File: src/hdl/fetch_pkg.sv
// Fetch stage shared definitions
`default_nettype none

package fetch_pkg;

    // Native data word width.
    localparam int xlen = 32;

    // Halfword-granular program counter.
    typedef logic [xlen-1:1] pc_t;

    // Word-granular bus address.
    typedef logic [xlen-1:2] waddr_t;

    // Raw instruction word as returned by the bus.
    typedef logic [xlen-1:0] word_t;

    // Permission tag stored with each buffered word.
    typedef struct packed {
        // Check was run for machine mode.
        logic m_mode;
        // Execution allowed.
        logic x;
    } perm_t;

    // Privilege level.
    typedef logic [1:0] priv_t;

    localparam priv_t priv_user    = 2'd0;
    localparam priv_t priv_machine = 2'd3;

    // Trap cause code.
    typedef logic [3:0] cause_t;

    // Instruction access fault.
    localparam cause_t cause_iaccess = 4'd1;

endpackage

`default_nettype wire

File: src/hdl/onehot_mux.sv
// One-hot payload selector
`timescale 1ns/10ps
`default_nettype none

module onehot_mux #(
    // Number of entries.
    parameter int n = 2,
    // Entry payload type.
    parameter type payload_t = logic
) (
    input  wire logic [n-1:0] sel,
    input  wire payload_t     entries [n],
    output payload_t          y
);

    // Flat width of one payload.
    localparam int w = $bits(payload_t);

    logic [w-1:0] acc;

    // OR of all selected entries.
    // With a one-hot mask this is just the picked entry.
    always_comb begin
        acc = '0;
        for (int i = 0; i < n; i++) begin
            if (sel[i]) begin
                acc = acc | w'(entries[i]);
            end
        end
    end

    assign y = payload_t'(acc);

endmodule

`default_nettype wire

File: src/hdl/fetch_buffer_lookup.sv
// Fetch buffer address lookup
`timescale 1ns/10ps
`default_nettype none

module fetch_buffer_lookup import fetch_pkg::*; #(
    // Fetch buffer depth, at least 2.
    parameter int depth = 4
) (
    input  wire logic   m_mode,
    input  wire word_t  buf_data  [depth],
    input  wire waddr_t buf_addr  [depth],
    input  wire logic   buf_valid [depth],
    input  wire perm_t  buf_perm  [depth],
    input  wire waddr_t addr,
    output logic        hit,
    output word_t       data,
    output perm_t       perm
);

    // Raw matches per entry.
    logic [depth-1:0] match;
    // Youngest match only.
    logic [depth-1:0] mask;

    // Entry 0 is the live bus answer.
    // Its tag was taken for the mode of the request, so no mode check.
    assign match[0] = buf_valid[0] && buf_addr[0] == addr;
    assign mask[0]  = match[0];

    // Older entries must have been checked for the current mode.
    for (genvar i = 1; i < depth; i++) begin : g_match
        assign match[i] = buf_valid[i] && buf_addr[i] == addr
                          && buf_perm[i].m_mode == m_mode;
        // Lower index is younger and wins.
        assign mask[i]  = match[i] && match[i-1:0] == '0;
    end

    assign hit = |match;

    // Word of the winning entry.
    onehot_mux #(
        .n         (depth),
        .payload_t (word_t)
    ) data_mux (
        .sel     (mask),
        .entries (buf_data),
        .y       (data)
    );

    // Permission tag of the winning entry.
    onehot_mux #(
        .n         (depth),
        .payload_t (perm_t)
    ) perm_mux (
        .sel     (mask),
        .entries (buf_perm),
        .y       (perm)
    );

endmodule

`default_nettype wire

File: src/hdl/fetch_stage.sv
// Instruction fetch stage
`timescale 1ns/10ps
`default_nettype none

module fetch_stage import fetch_pkg::*; #(
    // Reset PC.
    parameter logic [31:0] entrypoint = 32'h0000_0000,
    // Fetch buffer depth, at least 2.
    parameter int          buf_depth  = 4
) (
    input  wire logic   clk,
    input  wire logic   rst,
    input  wire logic   clear,
    input  wire logic   fence_i,
    input  wire priv_t  cur_priv,
    input  wire logic   stall,
    input  wire logic   exception,
    input  wire pc_t    tvec,
    input  wire logic   branch_correct,
    input  wire pc_t    branch_alt,
    input  wire logic   branch_predict,
    input  wire pc_t    branch_target,
    output pc_t         next_pc,
    output logic        mem_re,
    output waddr_t      mem_addr,
    input  wire word_t  mem_rdata,
    input  wire logic   mem_ready,
    input  wire logic   perm_x,
    output logic        q_valid,
    output pc_t         q_pc,
    output word_t       q_insn,
    output logic        q_trap,
    output cause_t      q_cause
);

    // Registered PC.
    pc_t  pc;
    // Address of the instruction looked up this cycle.
    pc_t  fetch_addr;
    // Following halfword and following instruction.
    pc_t  next_hw;
    pc_t  next_addr;
    logic cur_m;

    // Tags of the request issued last cycle.
    waddr_t addr0_q;
    perm_t  perm0_q;

    // Older buffer entries, index 0 here is buffer entry 1.
    word_t  sh_data  [buf_depth-1];
    waddr_t sh_addr  [buf_depth-1];
    logic   sh_valid [buf_depth-1];
    perm_t  sh_perm  [buf_depth-1];

    // Whole buffer as seen by the lookups.
    word_t  buf_data  [buf_depth];
    waddr_t buf_addr  [buf_depth];
    logic   buf_valid [buf_depth];
    perm_t  buf_perm  [buf_depth];

    logic  hit_lo;
    logic  hit_hi;
    word_t data_lo;
    word_t data_hi;
    perm_t perm_lo;
    perm_t perm_hi;

    word_t insn;
    logic  is_32;
    logic  insn_valid;
    logic  q_fire;
    logic  denied;

    assign cur_m   = cur_priv == priv_machine;
    assign next_pc = pc;

    // Fetch address, highest priority first.
    always_comb begin
        if (rst) begin
            fetch_addr = entrypoint[31:1];
        end else if (stall) begin
            fetch_addr = pc;
        end else if (exception) begin
            // Vector is word aligned.
            fetch_addr = {tvec[31:2], 1'b0};
        end else if (branch_correct) begin
            fetch_addr = branch_alt;
        end else if (branch_predict) begin
            fetch_addr = branch_target;
        end else begin
            fetch_addr = pc;
        end
    end

    assign next_hw = fetch_addr + pc_t'(1);

    // Entry 0 is the bus answer, the rest are the shift registers.
    always_comb begin
        buf_data[0]  = mem_rdata;
        buf_addr[0]  = addr0_q;
        buf_valid[0] = mem_ready;
        buf_perm[0]  = perm0_q;
        for (int i = 1; i < buf_depth; i++) begin
            buf_data[i]  = sh_data[i-1];
            buf_addr[i]  = sh_addr[i-1];
            buf_valid[i] = sh_valid[i-1];
            buf_perm[i]  = sh_perm[i-1];
        end
    end

    // Tag the outgoing request.
    // The answer comes back next cycle as entry 0.
    always_ff @(posedge clk) begin
        addr0_q        <= mem_addr;
        perm0_q.m_mode <= cur_m;
        perm0_q.x      <= perm_x;
    end

    // Valid bits shift only on answers.
    always_ff @(posedge clk) begin
        if (rst || fence_i) begin
            for (int i = 0; i < buf_depth - 1; i++) begin
                sh_valid[i] <= 1'b0;
            end
        end else if (mem_ready) begin
            for (int i = 0; i < buf_depth - 1; i++) begin
                sh_valid[i] <= buf_valid[i];
            end
        end
    end

    // Payload follows the valid bits.
    always_ff @(posedge clk) begin
        if (mem_ready) begin
            for (int i = 0; i < buf_depth - 1; i++) begin
                sh_data[i] <= buf_data[i];
                sh_addr[i] <= buf_addr[i];
                sh_perm[i] <= buf_perm[i];
            end
        end
    end

    // Word holding the first halfword.
    fetch_buffer_lookup #(
        .depth (buf_depth)
    ) lookup_lo (
        .m_mode    (cur_m),
        .buf_data  (buf_data),
        .buf_addr  (buf_addr),
        .buf_valid (buf_valid),
        .buf_perm  (buf_perm),
        .addr      (fetch_addr[31:2]),
        .hit       (hit_lo),
        .data      (data_lo),
        .perm      (perm_lo)
    );

    // Word holding the second halfword.
    fetch_buffer_lookup #(
        .depth (buf_depth)
    ) lookup_hi (
        .m_mode    (cur_m),
        .buf_data  (buf_data),
        .buf_addr  (buf_addr),
        .buf_valid (buf_valid),
        .buf_perm  (buf_perm),
        .addr      (next_hw[31:2]),
        .hit       (hit_hi),
        .data      (data_hi),
        .perm      (perm_hi)
    );

    // Instruction assembly from two halfwords.
    assign insn[15:0]  = fetch_addr[1] ? data_lo[31:16] : data_lo[15:0];
    assign insn[31:16] = next_hw[1] ? data_hi[31:16] : data_hi[15:0];
    assign is_32       = insn[1:0] == 2'b11;
    assign insn_valid  = hit_lo && (!is_32 || hit_hi);
    assign next_addr   = fetch_addr + (is_32 ? pc_t'(2) : pc_t'(1));

    // Bus request.
    always_comb begin
        mem_re   = 1'b1;
        mem_addr = fetch_addr[31:2];
        if (rst || fence_i) begin
            mem_re = 1'b0;
        end else if (!hit_lo) begin
            // Low half missing.
            mem_addr = fetch_addr[31:2];
        end else if (is_32 && !hit_hi) begin
            // High half of a straddling instruction missing.
            mem_addr = next_hw[31:2];
        end else begin
            // Prefetch past the newest request.
            mem_addr = addr0_q + waddr_t'(1);
        end
    end

    // Output, trap when either used half lacks execute permission.
    assign q_fire = insn_valid && !clear && !fence_i;
    assign denied = !perm_lo.x || (is_32 && !perm_hi.x);
    assign q_pc   = fetch_addr;
    assign q_insn = insn;

    always_comb begin
        q_valid = 1'b0;
        q_trap  = 1'b0;
        q_cause = '0;
        if (q_fire) begin
            if (denied) begin
                q_trap  = 1'b1;
                q_cause = cause_iaccess;
            end else begin
                q_valid = 1'b1;
            end
        end
    end

    // PC update, held under stall.
    // Suppressed outputs keep the PC so nothing is skipped.
    always_ff @(posedge clk) begin
        if (rst) begin
            pc <= entrypoint[31:1];
        end else if (!stall) begin
            pc <= q_fire ? next_addr : fetch_addr;
        end
    end

endmodule

`default_nettype wire

File: src/hdl/exec_pmp.sv
// Fixed execute permission checker
`timescale 1ns/10ps
`default_nettype none

module exec_pmp import fetch_pkg::*; #(
    // Machine mode region, base inclusive, limit exclusive.
    parameter logic [31:0] m_base  = 32'h0000_0000,
    parameter logic [31:0] m_limit = 32'h0000_0800,
    // User mode region, same convention.
    parameter logic [31:0] u_base  = 32'h0000_0400,
    parameter logic [31:0] u_limit = 32'h0000_1000
) (
    input  wire waddr_t addr,
    input  wire priv_t  cur_priv,
    output logic        perm_x
);

    // Byte address of the requested word.
    logic [31:0] byte_addr;
    logic        in_m;
    logic        in_u;

    assign byte_addr = {addr, 2'b00};

    // Region hits.
    assign in_m = byte_addr >= m_base && byte_addr < m_limit;
    assign in_u = byte_addr >= u_base && byte_addr < u_limit;

    // Machine mode uses its own region, any other level the user one.
    assign perm_x = cur_priv == priv_machine ? in_m : in_u;

endmodule

`default_nettype wire

File: src/hdl/fetch_top.sv
// Fetch stage top level
`timescale 1ns/10ps
`default_nettype none

module fetch_top import fetch_pkg::*; #(
    // Reset PC.
    parameter logic [31:0] entrypoint = 32'h0000_0000,
    // Fetch buffer depth.
    parameter int          buf_depth  = 4,
    // Execute regions.
    parameter logic [31:0] m_base     = 32'h0000_0000,
    parameter logic [31:0] m_limit    = 32'h0000_0800,
    parameter logic [31:0] u_base     = 32'h0000_0400,
    parameter logic [31:0] u_limit    = 32'h0000_1000
) (
    input  wire logic   clk,
    input  wire logic   rst,
    input  wire logic   clear,
    input  wire logic   fence_i,
    input  wire priv_t  cur_priv,
    input  wire logic   stall,
    input  wire logic   exception,
    input  wire pc_t    tvec,
    input  wire logic   branch_correct,
    input  wire pc_t    branch_alt,
    input  wire logic   branch_predict,
    input  wire pc_t    branch_target,
    output pc_t         next_pc,
    output logic        mem_re,
    output waddr_t      mem_addr,
    input  wire word_t  mem_rdata,
    input  wire logic   mem_ready,
    output logic        q_valid,
    output pc_t         q_pc,
    output word_t       q_insn,
    output logic        q_trap,
    output cause_t      q_cause
);

    // Execute permission for the current bus address.
    logic perm_x;

    fetch_stage #(
        .entrypoint (entrypoint),
        .buf_depth  (buf_depth)
    ) fetch_stage_i (
        .clk            (clk),
        .rst            (rst),
        .clear          (clear),
        .fence_i        (fence_i),
        .cur_priv       (cur_priv),
        .stall          (stall),
        .exception      (exception),
        .tvec           (tvec),
        .branch_correct (branch_correct),
        .branch_alt     (branch_alt),
        .branch_predict (branch_predict),
        .branch_target  (branch_target),
        .next_pc        (next_pc),
        .mem_re         (mem_re),
        .mem_addr       (mem_addr),
        .mem_rdata      (mem_rdata),
        .mem_ready      (mem_ready),
        .perm_x         (perm_x),
        .q_valid        (q_valid),
        .q_pc           (q_pc),
        .q_insn         (q_insn),
        .q_trap         (q_trap),
        .q_cause        (q_cause)
    );

    // Checked on the request, tagged onto the answer.
    exec_pmp #(
        .m_base  (m_base),
        .m_limit (m_limit),
        .u_base  (u_base),
        .u_limit (u_limit)
    ) exec_pmp_i (
        .addr     (mem_addr),
        .cur_priv (cur_priv),
        .perm_x   (perm_x)
    );

endmodule

`default_nettype wire

File: config.mk
export PLATFORM = sky130hd
export DESIGN_NAME = fetch_top
export DESIGN_NICKNAME = d
export VERILOG_FILES = /design/src/hdl/fetch_pkg.sv /design/src/hdl/onehot_mux.sv /design/src/hdl/fetch_buffer_lookup.sv /design/src/hdl/fetch_stage.sv /design/src/hdl/exec_pmp.sv /design/src/hdl/fetch_top.sv
export SDC_FILE = /design/constraint.sdc
export NUM_CORES = 1
export LEC_CHECK = 0
export BUFFER_PORTS_ARGS = -buffer_cell sky130_fd_sc_hd__clkbuf_2
export CAP_MARGIN = 15
export CORE_ASPECT_RATIO = 1.1
export CORE_MARGIN = 4
export CORE_UTILIZATION = 60
export CTS_BUF_LIST = sky130_fd_sc_hd__clkbuf_8 sky130_fd_sc_hd__clkbuf_16
export CTS_CLUSTER_SIZE = 30
export DETAILED_ROUTE_END_ITERATION = 8
export PLACE_DENSITY = 0.82
export SLEW_MARGIN = 20
export SYNTH_ARGS = -nofsm -noshare
export SYNTH_HDL_FRONTEND = slang
export SYNTH_SLANG_ARGS = --single-unit
File: constraint.sdc
create_clock -name clk -period 26.5 [get_ports clk]
set_clock_uncertainty 0.1 [all_clocks]
set_input_delay 2.65 -clock clk [delete_from_list [all_inputs] [get_ports clk]]
set_output_delay 2.65 -clock clk [all_outputs]
set_load 0.05 [all_outputs]
* Word level (Yosys, flattened, before mapping)
Memories as Yosys holds them, arrays and structs flattened.
Cells that the tools add are included.
** Storage, ports and cells
- Register bits after elaboration :: 63
- Memory bits (writable) :: 195
- Input port bits :: 136
- Output and inout bits :: 131
- Word-level logic and storage cells :: 132
- Memories :: 4
** Memory list
- fetch_stage_i.sh_data :: depth 3, bits a word 32, read ports 3, clocked after Yosys merged registers in 0, write ports 3, line fetch_stage.sv:50 : word_t sh_data [buf_depth-1];
- fetch_stage_i.sh_addr :: depth 3, bits a word 30, read ports 3, clocked after Yosys merged registers in 0, write ports 3, line fetch_stage.sv:51 : waddr_t sh_addr [buf_depth-1];
- fetch_stage_i.sh_perm :: depth 3, bits a word 2, read ports 3, clocked after Yosys merged registers in 0, write ports 3, line fetch_stage.sv:53 : perm_t sh_perm [buf_depth-1];
- fetch_stage_i.sh_valid :: depth 3, bits a word 1, read ports 3, clocked after Yosys merged registers in 0, write ports 3, line fetch_stage.sv:52 : logic sh_valid [buf_depth-1];
** Operators by class
- Add/sub/neg operators :: 3
- Magnitude comparators :: 4
- Equality and inequality tests :: 13
- Muxes and demuxes :: 45
- Bitwise logic cells :: 17
- Reductions and logical operators :: 42
** Operators by type and width (number)
- two-way mux 32 bit :: 8
- equality test 30 bit :: 8
- OR 32 bit :: 6
- two-way mux 31 bit :: 6
- two-way mux 30 bit :: 3
- >= comparator 32 x 1 -> 1 bit, second input constant :: 1
- >= comparator 32 x 11 -> 1 bit, second input constant :: 1
- < comparator 32 x 12 -> 1 bit, second input constant :: 1
- < comparator 32 x 13 -> 1 bit, second input constant :: 1
- two-way mux 16 bit :: 2
- adder 31 x 1 -> 31 bit, second input constant :: 1
- adder 31 bit :: 1
- adder 30 x 1 -> 30 bit, second input constant :: 1
- logical AND 1 bit :: 27
- two-way mux 1 bit :: 24
- OR 1 bit :: 9
- OR reduction 4 bit :: 2
- logical NOT 1 bit :: 6
- logical NOT 3 bit :: 2
- equality test 2 bit, second input constant :: 2
- logical NOT 2 bit :: 2
- two-way mux 4 bit :: 1
- equality test 1 bit :: 3
- logical OR 1 bit :: 3
- other kinds (2) :: 3

* Logic depth before layout (Yosys ltp)
- Depth in word-level cells :: 23
- Mapped depth :: 32
- Mapped depth without buffers :: 22

* Cells and area by module
Synthesis repeated with hierarchy kept, for this count alone.
** Unflattened totals
- Cell total of the unflattened synthesis :: 1654
- Area total of the unflattened synthesis :: 16887.4 um^2
** Modules (own cells, without submodules)
- fetch_stage :: instances 1, cells each 1022, area an instance 12184.2 um^2, seq. area each 7116.8 um^2
- fetch_buffer_lookup :: instances 2, cells each 197, area an instance 1570.3 um^2, seq. area each 0.0 um^2
- onehot_mux (fetch_stage_i.lookup_hi.data_mux ...) :: instances 2, cells each 108, area an instance 698.2 um^2, seq. area each 0.0 um^2
- exec_pmp :: instances 1, cells each 10, area an instance 91.3 um^2, seq. area each 0.0 um^2
- onehot_mux (fetch_stage_i.lookup_hi.perm_mux ...) :: instances 2, cells each 6, area an instance 37.5 um^2, seq. area each 0.0 um^2

* Least setup slack after synthesis
Ideal clock, no wire load.
- Path type :: input to output
- Start :: input stall
- End :: output mem_addr[3]
- Arrival :: 10789 ps
- Data required time :: 23750 ps
- Setup slack :: 12961 ps
- Stages on the path :: 30
- Buffers on the path :: 13
- Cells stage by stage :: buf_4 -> buf_4 -> clkbuf_1 -> nand2_1 -> nand2_1 -> nand2_1 -> inv_1 -> clkbuf_1 -> clkbuf_1 -> buf_1 -> ha_1 -> clkbuf_1 -> nor2b_1 -> a21boi_0 -> clkbuf_1 -> and3_1 -> clkbuf_1 -> and3_1 -> o2111ai_1 -> or4b_2 -> nand4b_1 -> or4_4 -> nor3b_1 -> nand3_1 -> buf_2 -> buf_2 -> buf_1 -> buf_1 -> a211oi_1 -> a211oi_1
** Between the ends
- Elaborated cells between the ends (all ways) :: 47
- Classes of those cells :: add/sub: 1; eq/ne: 9; mux: 10; bitwise: 4; reduce/logical: 23
** RTL lines
- from (decl) :: line fetch_top.sv:21 : input wire logic stall,
- two-way mux 31 bit * :: line fetch_stage.sv:81 : end else if (stall) begin
- two-way mux 31 bit * :: line fetch_stage.sv:79 : if (rst) begin
- net q_pc[0] :: line fetch_top.sv:34 : output pc_t q_pc,
- adder 31 x 1 -> 31 bit :: line fetch_stage.sv:95 : assign next_hw = fetch_addr + pc_t'(1);
- equality test 30 bit :: line fetch_buffer_lookup.sv:32 : assign match[i] = buf_valid[i] && buf_addr[i] == addr
- logical AND 1 bit :: line fetch_buffer_lookup.sv:32
- logical AND 1 bit :: line fetch_buffer_lookup.sv:33 : && buf_perm[i].m_mode == m_mode;
- OR reduction 4 bit :: line fetch_buffer_lookup.sv:38 : assign hit = |match;
- logical NOT 1 bit :: line fetch_stage.sv:189 : end else if (is_32 && !hit_hi) begin
- logical AND 1 bit :: line fetch_stage.sv:189
- two-way mux 30 bit * :: line fetch_stage.sv:189
- two-way mux 30 bit * :: line fetch_stage.sv:186 : end else if (!hit_lo) begin
- two-way mux 30 bit * :: line fetch_stage.sv:184 : if (rst || fence_i) begin
- to (decl) :: line fetch_top.sv:30 : output waddr_t mem_addr,
The timed path passes the listed nets; every way through them passes the cells marked *.

* Final worst setup path
- Start :: input stall
- End :: output mem_addr[5]
** Between the ends
- Cells in the longest elaborated chain, start to end :: 17
- Elaborated cells between the ends (all ways) :: 47
- Classes of those cells :: add/sub: 1; eq/ne: 9; mux: 10; bitwise: 4; reduce/logical: 23
** RTL lines (line)
- two-way mux 31 bit * :: fetch_stage.sv:81
- two-way mux 31 bit * :: fetch_stage.sv:79
- parallel branches: the longest is 14 deep, another holds adder 31 x 1 -> 31 bit
- two-way mux 30 bit * :: fetch_stage.sv:184
Mark *: on every way between the ends.

==> metrics.txt <==
global routing usage on met3 12.16%; Tightest Pin Transition 1.334 ns; EDFF count, synth 195; commonest cells after routing, fill and taps aside 260 x clkbuf_2, 195 x edfxtp_1, 192 x nand2_1, 172 x xnor2_1, 138 x a21oi_1; Post-Synth Simple-Gate Area 23.97%; routed len/inst 32.35 um; VDD IR max 0.05841 mV; Mapped Cells 2,321; initial core utilization 60.97%; Synth Warn # 0; vias in the first global route 21,640; DP HPWL 72,720 um; share of layout cells above drive strength 1 17.70%; clock network power share 34.8%; WP data required 23.75 ns; mux contribution to synthesized area 2.269%; Mapped Area 0.02029 mm2; CTS root buffer clkbuf_16; hold crit path type reg2reg; clock latency on the worst-skew pair 0.59 ns; Final GP Congestion 1.115; fin nets 2,672; Final setup viols 0; Max Fclk 66.53 MHz; GR Overflow Total 0; first-pass GRT wire length 139,700 um; largest net degree at the start of global routing 137; Slowest-stage cell, CP nor4_1; routed via count 22,480; DR pass1 iterations 7; row cnt 70; max-slew violations 0; worst setup path class in2out; clock tree buffer depth 3; Max-Cap Viols 0; largest family of logic cells by synthesized area simple AND/OR/NAND/NOR gates; gr busiest metal met2; status finished clean; worst-path fanout max 52; sequential power share 40.6%; Yosys reg bits 258; RSZ-0062 raised after global routing no; Final Hold Fails 0; GRT Util Overall 50.07%; Avg Cell Area, Syn 8.743 um2; CTS Hold Bufs 0; Num Clock Sinks 258; final worst-path cycle share 56.72%; initial DRC count 3,734; FFs w/ async S/R, synth 0%; htree depth 1; crit path DAT 12.28 ns; Comb power frac 24.6%; Final Core Density 69.17%; Cell Pwr Density 53.15 mW/mm2; post-cts gate resize count 0; IO Port Bufs 262; Main synth FF type edfxtp_1; Crit. End Element primary output; Rel. slew slack 10.27%; Core Box Area 0.03328 mm2; grt met1 use 60.47%; commonest non-fill, non-tap cell in the layout clkbuf_2; Die Area 0.03683 mm2; Worst path max stage delay 1.02 ns; Critical Path Start Type input pin; WHS 0.3199 ns; Die X-Extent 183.4 um; # IOs 267; Die Y 200.9 um; Inserted Clock Buffers 28; complex-gate fraction of the synthesized area 22.31%; met2 usage 77.78%; clock-pin slew on the worst setup and hold paths 0.07 ns; setup bufs post-CTS 0; post-synthesis xor/xnor area fraction 11.21%; P_int 0.7981 mW; Layout area overhead 13.43%; Total Wirelength 96,600 um; Tmin final 15.03 ns; Net Switching 0.4254 mW; Yosys cell types 102; Antenna Nets Post-Route 0; Final Power 1.223 mW; Switching Share 34.77%; drt drc 0; Sum Neg Setup Slack 0 ns; Synth Area in Adders 0.3453%; via-per-instance ratio 7.529; Seq/Total Area, Yosys 35.07%; cell repeated most along the worst path buf_4; leak pwr 8.654 nW; antenna violations before repair 4; CTS tree yes
==> through the flow <==
step	instances	setup slack (ns)	instance area [um2]
3_5_place_dp	2933	11.93	22050
5_1_grt	2986	11.28	23020
6_report	2986	11.47	23020
3_3_place_gp	2933	12.11	22050
2_1_floorplan	2323	12.96	20300
4_1_cts	2985	11.81	23010
==> cell usage after synthesis, types with 35 or more instances <==
| cell | number | area (um2) |
|---|---|---|
| dfxtp_1 | 63 | 1261 |
| a21oi_1 | 138 | 690.7 |
| xor2_1 | 72 | 630.6 |
| edfxtp_1 | 195 | 5856 |
| nor3_1 | 59 | 295.3 |
| nand2b_1 | 38 | 237.7 |
| inv_1 | 95 | 356.6 |
| nand4_1 | 68 | 425.4 |
| nor4_1 | 43 | 269.0 |
| o211ai_1 | 35 | 262.8 |
| clkbuf_1 | 102 | 382.9 |
| o21ai_0 | 85 | 425.4 |
| nand2_1 | 192 | 720.7 |
| nand3_1 | 75 | 375.4 |
| xnor2_1 | 172 | 1506 |
| nor2_1 | 127 | 476.7 |
==> metal layers <==
| metal | vias up | routed length (um) |
|---|---|---|
| met4 | 4 | 9531 |
| met5 | - | 23 |
| li1 | 9239 | - |
| met2 | 2199 | 42000 |
| met3 | 605 | 12840 |
| met1 | 10440 | 32210 |
==> cell families (layout without fill, tap and decap cells) <==
logic type                 count (synthesis)  after routing
adders and majority gates                  5              5
AOI/OAI and AO/OA                        643            643
other                                      1              4
buffers and inverters                    246            476
and+or+nand+nor                          875            875
DFF                                      258            258
muxes                                     43             43
xor gates and xnor gates                 250            250
==> power by group through the flow <==
stage	combinational (mW)	sequential, mW	clock, mW
final	0.301	0.497	0.425
after detailed placement	0.285	0.503	0
after CTS	0.287	0.494	0.420
after global routing	0.310	0.498	0.438
after global placement	0.282	0.500	0
after floorplan	0.178	0.496	0
==> registers in the layout (all words and copies together) (netlist names) <==
signal / cells
fetch_stage_i.next_pc: 31
fetch_stage_i.sh_data: 96
fetch_stage_i.buf_perm: 2
fetch_stage_i.sh_valid: 3
fetch_stage_i.addr0_q: 30
fetch_stage_i.sh_addr: 90
fetch_stage_i.sh_perm: 6
==> worst max-delay path, delay by kind of cell <==
kind	cells	cell delay, ns
buf+inv	8	2.58
simple gates	11	4.68
compound gates	7	1.74
fa+ha+maj	1	0.56
==> final timing paths <==
kind / to / cells past startpoint / slack, ns / start
setup / recovery: mem_addr[5] / 27 / 11.47 / stall
hold / removal: fetch_stage_i.sh_perm[0][1]$_DFFE_PP_ / 0 / 0.32 / fetch_stage_i.buf_perm[7]$_DFF_P_
setup reg to reg: fetch_stage_i.buf_perm[6]$_DFF_P_ / 25 / 16.98 / fetch_stage_i.next_pc[0]$_SDFFE_PP0N_
hold reg to reg: fetch_stage_i.sh_perm[0][1]$_DFFE_PP_ / 0 / 0.32 / fetch_stage_i.buf_perm[7]$_DFF_P_
==> area by class of cell <==
class | count | area, um2
clock buffers | 29 | 725.7
repair buffers | 318 | 1755
flip-flops and latches | 258 | 7117
diodes | 1 | 2.502
inverters | 106 | 397.9
fillers | 2566 | 10260
well taps | 432 | 540.5
multi-input cells | 1819 | 12240
clock inverters | 23 | 236.5
Note: power is estimated with default switching activity, not from simulation.
